`config.mk`:
```
export PLATFORM = sky130hd
export DESIGN_NAME = cpuTop
export DESIGN_NICKNAME = d
export VERILOG_FILES = /design/src/cpuPkg.sv /design/src/regBlock.sv /design/src/alu.sv /design/src/datapath.sv /design/src/controller.sv /design/src/cpuTop.sv
export SDC_FILE = /design/constraint.sdc
export NUM_CORES = 1
export LEC_CHECK = 0
export ABC_AREA = 1
export BUFFER_PORTS_ARGS = -buffer_cell sky130_fd_sc_hd__buf_2
export CAP_MARGIN = 25
export CORE_MARGIN = 2
export CORE_UTILIZATION = 30
export CTS_CLUSTER_DIAMETER = 30
export CTS_CLUSTER_SIZE = 14
export DETAILED_ROUTE_END_ITERATION = 6
export GPL_TIMING_DRIVEN = 0
export SYNTH_ARGS = -nofsm -noshare
export SYNTH_HDL_FRONTEND = slang
export SYNTH_SLANG_ARGS = --single-unit
```
`constraint.sdc`:
```
create_clock -name Clock -period 4.6 [get_ports Clock]
set_input_delay 0.92 -clock Clock [delete_from_list [all_inputs] [get_ports Clock]]
set_output_delay 0.92 -clock Clock [all_outputs]
set_load 0.02 [all_outputs]
```
`src/cpuPkg.sv`:
```
// sizes, word type, instruction and select enums, control and memory structs
package cpuPkg;

	localparam int wordW    = 16;
	localparam int regAddrW = 3;
	localparam int nRegs    = 8;

	typedef logic [wordW-1:0] wordT;

	localparam wordT resetPc = 16'h0000; // first fetch address

	// IR[15:11]
	typedef enum logic [4:0] {
		opAdd  = 5'd0,
		opSub  = 5'd1,
		opAnd  = 5'd2,
		opOr   = 5'd3,
		opXor  = 5'd4,
		opAddi = 5'd5,
		opLdi  = 5'd6,
		opLdw  = 5'd7,
		opStw  = 5'd8,
		opBr   = 5'd9,
		opBeq  = 5'd10,
		opBl   = 5'd11,
		opRet  = 5'd12,
		opHalt = 5'd31
	} opcodeT;

	typedef enum logic [2:0] {aluAdd, aluSub, aluAnd, aluOr, aluXor, aluPassB} aluFuncT;

	typedef enum logic [1:0] {busMem, busAluOut, busLr} busSelT;
	typedef enum logic [1:0] {pcInc, pcAlu, pcLr} pcSelT;
	typedef enum logic {op1Rd1, op1Pc} op1SelT;
	typedef enum logic [1:0] {op2Rd2, op2ImmShort, op2ImmLong, op2Zero} op2SelT;
	typedef enum logic [1:0] {rwRd, rwRa, rwSeven} rwSelT;
	typedef enum logic {wdBus, wdAlu} wdSelT;

	typedef enum logic [2:0] {
		stFetch,
		stDecode,
		stExecute,
		stMemory,
		stWriteback,
		stHalted
	} stateT;

	typedef struct packed {
		logic zero;
		logic negative;
		logic carry;
		logic overflow;
	} flagsT;

	// everything the controller steers in the datapath
	typedef struct packed {
		busSelT  busSel;
		pcSelT   pcSel;
		op1SelT  op1Sel;
		op2SelT  op2Sel;
		rwSelT   rwSel;  // also picks read port 1 source
		wdSelT   wdSel;
		aluFuncT aluFunc;
		logic    pcWe;
		logic    irWe;
		logic    lrWe;
		logic    aluOutWe;
		logic    regWe;
		logic    flagsWe;
	} dpCtrlT;

	typedef struct packed {
		opcodeT opcode;
		flagsT  flags;   // stored flags, not the live ALU ones
	} dpStatusT;

	typedef struct packed {
		logic we;
		wordT addr;
		wordT wdata;
	} memReqT;

endpackage

```
`src/regBlock.sv`:
```
// register file, eight words, two asynchronous reads and one synchronous write
`timescale 1ns/10ps

module regBlock import cpuPkg::*; (
	input  logic                Clock,
	input  logic                reset,
	input  logic [regAddrW-1:0] rs1,
	input  logic [regAddrW-1:0] rs2,
	input  logic [regAddrW-1:0] rw,
	input  logic                we,
	input  wordT                wData,
	output wordT                rd1,
	output wordT                rd2
);

	wordT regs [nRegs];

	always_ff @(posedge Clock) begin
		if (reset) begin
			for (int i = 0; i < nRegs; i++) begin
				regs[i] <= '0;
			end
		end else if (we) begin
			regs[rw] <= wData;
		end
	end

	// read ports see the old value during a write cycle
	assign rd1 = regs[rs1];
	assign rd2 = regs[rs2];

endmodule

```
`src/alu.sv`:
```
// combinational ALU with zero, negative, carry and overflow flags
`timescale 1ns/10ps

module alu import cpuPkg::*; (
	input  wordT    op1,
	input  wordT    op2,
	input  aluFuncT func,
	output wordT    result,
	output flagsT   flags
);

	logic           isSub;
	logic           arith;
	wordT           op2Eff;
	logic [wordW:0] sum;   // one extra bit for carry out

	assign isSub = (func == aluSub);
	assign arith = (func == aluAdd) || isSub;

	// sub as op1 + ~op2 + 1, carry out high means no borrow
	assign op2Eff = isSub ? ~op2 : op2;
	assign sum    = {1'b0, op1} + {1'b0, op2Eff} + {{wordW{1'b0}}, isSub};

	always_comb begin
		case (func)
			aluAdd:   result = sum[wordW-1:0];
			aluSub:   result = sum[wordW-1:0];
			aluAnd:   result = op1 & op2;
			aluOr:    result = op1 | op2;
			aluXor:   result = op1 ^ op2;
			aluPassB: result = op2;
			default:  result = op2;
		endcase
	end

	assign flags.zero     = (result == '0);
	assign flags.negative = result[wordW-1];

	// carry and overflow only mean something for add and sub
	assign flags.carry    = arith & sum[wordW];
	assign flags.overflow = arith & (op1[wordW-1] == op2Eff[wordW-1]) &
		(sum[wordW-1] != op1[wordW-1]);

endmodule

```
`src/datapath.sv`:
```
// datapath with internal bus, operand and address muxes, PC, LR, IR, AluOut and flags
`timescale 1ns/10ps

module datapath import cpuPkg::*; (
	input  logic     Clock,
	input  logic     reset,
	input  dpCtrlT   ctrl,
	input  wordT     memRData,
	output dpStatusT status,
	output memReqT   memReqData
);

	wordT pc;
	wordT lr;
	wordT ir;
	wordT aluOut;
	wordT pcNext;
	wordT bus;
	wordT op1;
	wordT op2;
	wordT aluResult;
	wordT rd1;
	wordT rd2;
	wordT wData;
	wordT immShort;
	wordT immLong;

	flagsT flags;
	flagsT aluFlags;

	logic [regAddrW-1:0] fieldRd;
	logic [regAddrW-1:0] fieldRa;
	logic [regAddrW-1:0] fieldRb;
	logic [regAddrW-1:0] rs1;
	logic [regAddrW-1:0] rs2;
	logic [regAddrW-1:0] rw;

	logic fetchAddr;
	logic memStep;

	assign fieldRd = ir[10:8];
	assign fieldRa = ir[7:5];
	assign fieldRb = ir[4:2];

	assign immShort = {{(wordW-5){ir[4]}}, ir[4:0]};
	assign immLong  = {{(wordW-8){ir[7]}}, ir[7:0]};

	// PC on the ALU means fetch, so the address follows it
	assign fetchAddr = (ctrl.op1Sel == op1Pc);
	assign memStep   = (ctrl.busSel == busMem) && !fetchAddr;

	assign rs1 = (ctrl.rwSel == rwRd) ? fieldRd : fieldRa;
	assign rs2 = memStep ? fieldRd : fieldRb; // store data in memory steps

	always_comb begin
		case (ctrl.rwSel)
			rwRd:    rw = fieldRd;
			rwRa:    rw = fieldRa;
			default: rw = 3'd7;
		endcase
	end

	// muxed internal bus
	always_comb begin
		case (ctrl.busSel)
			busMem:    bus = memRData;
			busAluOut: bus = aluOut;
			default:   bus = lr;
		endcase
	end

	assign op1 = (ctrl.op1Sel == op1Pc) ? pc : rd1;

	always_comb begin
		case (ctrl.op2Sel)
			op2Rd2:      op2 = rd2;
			op2ImmShort: op2 = immShort;
			op2ImmLong:  op2 = immLong;
			default:     op2 = '0;
		endcase
	end

	assign wData = (ctrl.wdSel == wdBus) ? bus : aluResult;

	always_comb begin
		case (ctrl.pcSel)
			pcInc:   pcNext = pc + wordW'(1);
			pcAlu:   pcNext = aluResult;
			default: pcNext = lr;
		endcase
	end

	regBlock i_regBlock (
		.Clock (Clock),
		.reset (reset),
		.rs1   (rs1),
		.rs2   (rs2),
		.rw    (rw),
		.we    (ctrl.regWe),
		.wData (wData),
		.rd1   (rd1),
		.rd2   (rd2)
	);

	alu i_alu (
		.op1    (op1),
		.op2    (op2),
		.func   (ctrl.aluFunc),
		.result (aluResult),
		.flags  (aluFlags)
	);

	always_ff @(posedge Clock) begin
		if (reset) begin
			pc    <= resetPc;
			ir    <= '0;
			flags <= '0;
		end else begin
			if (ctrl.pcWe) pc <= pcNext;
			if (ctrl.irWe) ir <= bus;
			if (ctrl.flagsWe) flags <= aluFlags;
		end
	end

	always_ff @(posedge Clock) begin
		if (ctrl.lrWe) lr <= pc; // pc already points past the BL
		if (ctrl.aluOutWe) aluOut <= aluResult;
	end

	assign status.opcode = opcodeT'(ir[15:11]);
	assign status.flags  = flags;

	assign memReqData.we    = (status.opcode == opStw) && memStep;
	assign memReqData.addr  = fetchAddr ? pc : aluOut;
	assign memReqData.wdata = rd2;

endmodule

```
`src/controller.sv`:
```
// instruction FSM, opcode decode and four-phase memory handshake
`timescale 1ns/10ps

module controller import cpuPkg::*; (
	input  logic     Clock,
	input  logic     reset,
	input  dpStatusT status,
	input  logic     memAck,
	output dpCtrlT   ctrl,
	output logic     memReq,
	output logic     memWe,
	output logic     halted
);

	stateT   state;
	stateT   nextState;
	opcodeT  opcode;
	aluFuncT aluFunc;
	op2SelT  op2Sel;

	logic setsFlags;
	logic writesRd;
	logic legalOp;
	logic isLoad;
	logic isStore;
	logic isJump;
	logic takeJump;
	logic memDone;
	logic memStart;

	assign opcode = status.opcode;

	// opcode to ALU function and operand
	always_comb begin
		aluFunc   = aluAdd;
		op2Sel    = op2Rd2;
		setsFlags = 1'b0;
		writesRd  = 1'b0;
		legalOp   = 1'b1;
		case (opcode)
			opAdd: begin
				aluFunc   = aluAdd;
				setsFlags = 1'b1;
				writesRd  = 1'b1;
			end
			opSub: begin
				aluFunc   = aluSub;
				setsFlags = 1'b1;
				writesRd  = 1'b1;
			end
			opAnd: begin
				aluFunc   = aluAnd;
				setsFlags = 1'b1;
				writesRd  = 1'b1;
			end
			opOr: begin
				aluFunc   = aluOr;
				setsFlags = 1'b1;
				writesRd  = 1'b1;
			end
			opXor: begin
				aluFunc   = aluXor;
				setsFlags = 1'b1;
				writesRd  = 1'b1;
			end
			opAddi: begin
				op2Sel    = op2ImmShort;
				setsFlags = 1'b1;
				writesRd  = 1'b1;
			end
			opLdi: begin
				aluFunc  = aluPassB;
				op2Sel   = op2ImmLong;
				writesRd = 1'b1;
			end
			opLdw, opStw:      op2Sel = op2ImmShort; // Ra + offset
			opBr, opBeq, opBl: op2Sel = op2ImmLong;  // PC + offset
			opRet, opHalt:     ;
			default:           legalOp = 1'b0;
		endcase
	end

	assign isLoad   = (opcode == opLdw);
	assign isStore  = (opcode == opStw);
	assign isJump   = opcode inside {opBr, opBeq, opBl, opRet};
	assign takeJump = isJump && ((opcode != opBeq) || status.flags.zero);

	assign memDone  = memReq && memAck;
	assign memStart = ((state == stFetch) || (state == stMemory)) && !memReq && !memAck;

	assign halted = (state == stHalted);

	always_comb begin
		nextState = state;
		case (state)
			stFetch:  if (memDone) nextState = stDecode;
			stDecode: begin
				if ((opcode == opHalt) || !legalOp) nextState = stHalted;
				else nextState = stExecute;
			end
			stExecute: begin
				if (isLoad || isStore) nextState = stMemory;
				else if (isJump) nextState = stFetch;
				else nextState = stWriteback;
			end
			stMemory:    if (memDone) nextState = isLoad ? stWriteback : stFetch;
			stWriteback: nextState = stFetch;
			stHalted:    nextState = stHalted;
			default:     nextState = stFetch;
		endcase
	end

	always_comb begin
		ctrl.busSel   = busMem;
		ctrl.pcSel    = pcInc;
		ctrl.op1Sel   = op1Rd1;
		ctrl.op2Sel   = op2Sel;
		ctrl.rwSel    = rwRd;
		ctrl.wdSel    = wdBus;
		ctrl.aluFunc  = aluFunc;
		ctrl.pcWe     = 1'b0;
		ctrl.irWe     = 1'b0;
		ctrl.lrWe     = 1'b0;
		ctrl.aluOutWe = 1'b0;
		ctrl.regWe    = 1'b0;
		ctrl.flagsWe  = 1'b0;
		case (state)
			stFetch: begin
				ctrl.op1Sel = op1Pc; // address from PC
				ctrl.irWe   = memDone;
				ctrl.pcWe   = memDone;
			end
			stExecute: begin
				ctrl.busSel   = busAluOut; // port 2 stays on Rb outside memory steps
				ctrl.rwSel    = rwRa;
				ctrl.op1Sel   = isJump ? op1Pc : op1Rd1;
				ctrl.pcSel    = (opcode == opRet) ? pcLr : pcAlu;
				ctrl.pcWe     = takeJump;
				ctrl.lrWe     = (opcode == opBl);
				ctrl.aluOutWe = !isJump;
				ctrl.flagsWe  = setsFlags;
			end
			stMemory: begin
				// read data only valid while ack is high
				ctrl.regWe = isLoad && memDone;
			end
			stWriteback: begin
				ctrl.busSel = busAluOut;
				ctrl.regWe  = writesRd;
			end
			default: ;
		endcase
	end

	always_ff @(posedge Clock) begin
		if (reset) begin
			state  <= stFetch;
			memReq <= 1'b0;
			memWe  <= 1'b0;
		end else begin
			state <= nextState;
			if (memStart) begin
				memReq <= 1'b1;
				memWe  <= isStore && (state == stMemory);
			end else if (memDone) begin
				memReq <= 1'b0; // drop on the edge after ack
				memWe  <= 1'b0;
			end
		end
	end

endmodule

```
`src/cpuTop.sv`:
```
// processor top level joining controller, datapath and the memory port
`timescale 1ns/10ps

module cpuTop import cpuPkg::*; (
	input  logic Clock,
	input  logic reset,
	output logic memReq,
	input  logic memAck,
	output logic memWe,
	output wordT memAddr,
	output wordT memWData,
	input  wordT memRData,
	output logic halted
);

	dpCtrlT   ctrl;
	dpStatusT status;
	memReqT   reqData;
	logic     ctrlMemWe;

	controller i_controller (
		.Clock  (Clock),
		.reset  (reset),
		.status (status),
		.memAck (memAck),
		.ctrl   (ctrl),
		.memReq (memReq),
		.memWe  (ctrlMemWe),
		.halted (halted)
	);

	datapath i_datapath (
		.Clock      (Clock),
		.reset      (reset),
		.ctrl       (ctrl),
		.memRData   (memRData),
		.status     (status),
		.memReqData (reqData)
	);

	assign memAddr   = reqData.addr;
	assign memWData  = reqData.wdata;
	assign memWe     = ctrlMemWe & reqData.we; // both agree only during a store request

endmodule

```
==> results.json <==
{
  "status": "finished, final reports clean",
  "finalSetupViolations": 0,
  "finalInstanceArea_sq_um": 14900,
  "clockBufferDepth": 2,
  "avgSynthCellArea_sq_um": 7.82,
  "clk_pin_slew_ns": 0.08,
  "ys_seq_area_share_pct": 44.4,
  "hpwl_microns": 34300,
  "crit_top_cell": "nand3_1",
  "worstHoldStart": "i_datapath.pc[10]",
  "place.gp.congestion": 0.943,
  "rsz0062_at_grt": "yes",
  "synthToLayoutAreaGrowth_pct": 19.0,
  "ys_ff_latch": 198,
  "p_leak_uw": 0.00634,
  "switchingPower_uw": 1540,
  "clk_latency_ns": 0.46,
  "swShare_pct": 33.4,
  "final_hold_viol_count": 0,
  "synthCells": 1602,
  "antenna_found_initial": 3,
  "synthTopCellsByCount": "349 x nand2_1, 242 x nor2_1, 180 x inv_1",
  "cts_sinks": 198,
  "post-place-ws_ns": -0.912,
  "drive_gt1_share_pct": 16.5,
  "hold_class": "register to register",
  "fin_ws_ns": 0.192,
  "power_density_nw_per_um2": 309,
  "ios": 54,
  "grt-ovfl-total": 0,
  "wl_per_cell_microns": 19.8,
  "drt_pass1_iterations": 5,
  "clockRootBuffer": "clkbuf_16",
  "fin_skew_ns": 0.0176,
  "crit_arrival_ns": 4.78,
  "final_nets": 1777,
  "max_slew.worst_pin.slew_ns": 1.15,
  "synth.most_common_cell": "nand2_1",
  "drtIter0Drc": 1366,
  "vias": 11900,
  "drtAntennaViolNets": 0,
  "synth_top_cell_by_area": "edfxtp_1",
  "synthFlopType": "edfxtp_1",
  "cts_tree": "yes",
  "end_kind": "register",
  "slowest_stage": "dfxtp_4",
  "critPathMaxStageDelay_ns": 0.37,
  "power_frac_clock_pct": 33.6,
  "synth_top_area_share_pct": 38.3,
  "ir_drop_mv": 0.231,
  "fmax_mhz": 227,
  "place_area_sq_um": 13500,
  "nFillCells": 4203,
  "path_delay_family": "simple AND/OR/NAND/NOR gates",
  "critPathRequiredTime_ns": 4.97,
  "setup.worst_path.start": "i_controller.state[2]",
  "htreeDepth": 4,
  "cp.buffers_inverters": 6,
  "ctsHoldBuffers": 0,
  "p_comb_share_pct": 22.2,
  "core_sq_um": 41000,
  "synth-async-reset-ratio_pct": 0,
  "r2r_start": "i_controller.state[2]",
  "power_frac_seq_pct": 44.2,
  "crit_fanout": 10,
  "num_rows": 74,
  "synth_edf_count": 160,
  "netlist_top_cells_area": "edfxtp_1 38%, nand2_1 10%, nor2_1 7.2%",
  "p_int_uw": 3070,
  "critical_path_class": "register to register",
  "synth_area_sq_um": 12500,
  "port-buffer-count": 52,
  "finalCriticalPeriod_ns": 4.41,
  "die_y_microns": 208,
  "die_area_sq_um": 43400,
  "max_slew_margin_pct": 22.6,
  "drc": 0,
  "grt_usage_pct": 20.3,
  "grt_pass1_wl_microns": 67800,
  "syn_nets": 1669,
  "num_antenna_cells": 0,
  "ys_types": 59,
  "initial_core_util_pct": 30.6,
  "grt_pass1_vias": 11500,
  "fin_crit_sh_pct": 95.8,
  "cts-buffers-inserted": 17,
  "die_w_microns": 208,
  "avgViaCountPerCell": 5.30,
  "totalWireLength_microns": 44700,
  "drv_slew": 0,
  "crit_path_start_kind": "register",
  "cap_violations": 0,
  "yosysWarnings": 0,
  "grt_max_degree": 22
}
logic make-up after synthesis:
| group | synth area share [%] |
|---|---|
| adders and majority gates | 4.85 |
| muxes | 0.0799 |
| and+or+nand+nor | 26.7 |
| xor gates and xnor gates | 1.25 |
| AOI/OAI and AO/OA | 14.2 |
| buffers and inverters | 8.55 |
| DFF | 44.4 |
registers in the layout (all words and copies together) (netlist names):
register                    flops
i_controller.memReq             1
i_datapath.i_regBlock.regs    128
i_datapath.lr                  16
i_datapath.aluOut              16
i_controller.state              3
i_datapath.status               1
i_controller.memWe              1
i_datapath.pc                  16
i_datapath.ir                  16
final timing paths:
check                                       endpoint  slack, ns  cells after the start
worst min-delay path               i_datapath.lr[10]       0.43                      0
worst max register to register  i_datapath.status[3]       0.19                     30
worst min register to register     i_datapath.lr[10]       0.43                      0
worst max-delay path            i_datapath.status[3]       0.19                     30
cells in the final DEF (no fill, tap or decap), drive strengths merged, types with 5 or more instances in the layout:
cell type / instances
a211oi: 11
a21oi: 57
a221oi: 9
a31oi: 20
a41oi: 5
buf: 121
clkbuf: 52
clkinv: 5
dfxtp: 38
edfxtp: 160
ha: 47
inv: 202
nand2: 373
nand3: 136
nor2: 247
nor3: 18
o211ai: 12
o21ai: 114
o21bai: 15
o22ai: 32
xor2: 16
layout make-up:
| class | instances | area [sq um] | share of cell area [%] |
|---|---|---|---|
| Sequential cell | 198 | 5580 | 37.4 |
| Tap cell | 532 | 666 | 4.46 |
| Clock buffer | 17 | 425 | 2.85 |
| Multi-Input combinational cell | 1143 | 6280 | 42.1 |
| Buffer | 66 | 495 | 3.32 |
| Clock inverter | 15 | 174 | 1.17 |
| Inverter | 194 | 742 | 4.97 |
| Timing Repair Buffer | 90 | 554 | 3.72 |
worst reg2reg max path: cells and delay by family, from the launching register on:
kind | cells | cell delay [ns]
AND/OR/NAND/NOR | 20 | 2.53
adder cells (fa/ha/maj) | 1 | 0.31
buffers and inverters | 6 | 0.66
flip-flops | 1 | 0.37
AO/OA/AOI/OAI | 3 | 0.45
per-stage QoR:
| stage | cells | hold slack, ns | utilization [%] | setup TNS [ns] | total power, uW |
|---|---|---|---|---|---|
| after floorplan | 1602 | 0.408 | - | 0 | 2660 |
| after global placement | 2186 | 0.410 | 32.8 | -6.08 | 2950 |
| after detailed placement | 2194 | 0.417 | 33.0 | -6.76 | 2970 |
| after CTS | 2238 | 0.434 | 35.3 | 0 | 4530 |
| after global routing | 2255 | 0.438 | 36.4 | -0.0775 | 4770 |
| final | 2255 | 0.432 | 36.4 | 0 | 4600 |
per-layer routing:
metal	vias to the layer above	global-route usage, %	share of wire (%)
met4	2	7.89	3.1
li1	5613	-	-
met1	5721	28.2	43
met2	536	32.4	46
met5	-	0	0.029
met3	71	2.48	7.8
power by group through the flow:
stage               combinational (uW)  sequential, uW  clock (uW)
floorplan                          598            2060           0
finish                            1020            2040        1550
CTS                                937            2030        1560
global placement                   880            2070           0
global route                      1110            2040        1620
detailed placement                 895            2070           0
what timing repair did:
item | in CTS | in global routing
endpoints found under the setup margin | 25 | 9
buffers inserted | 13 | 15
gates resized for setup | 75 | 80
pin swaps | 12 | 13
(Power assumes the default switching activity.)
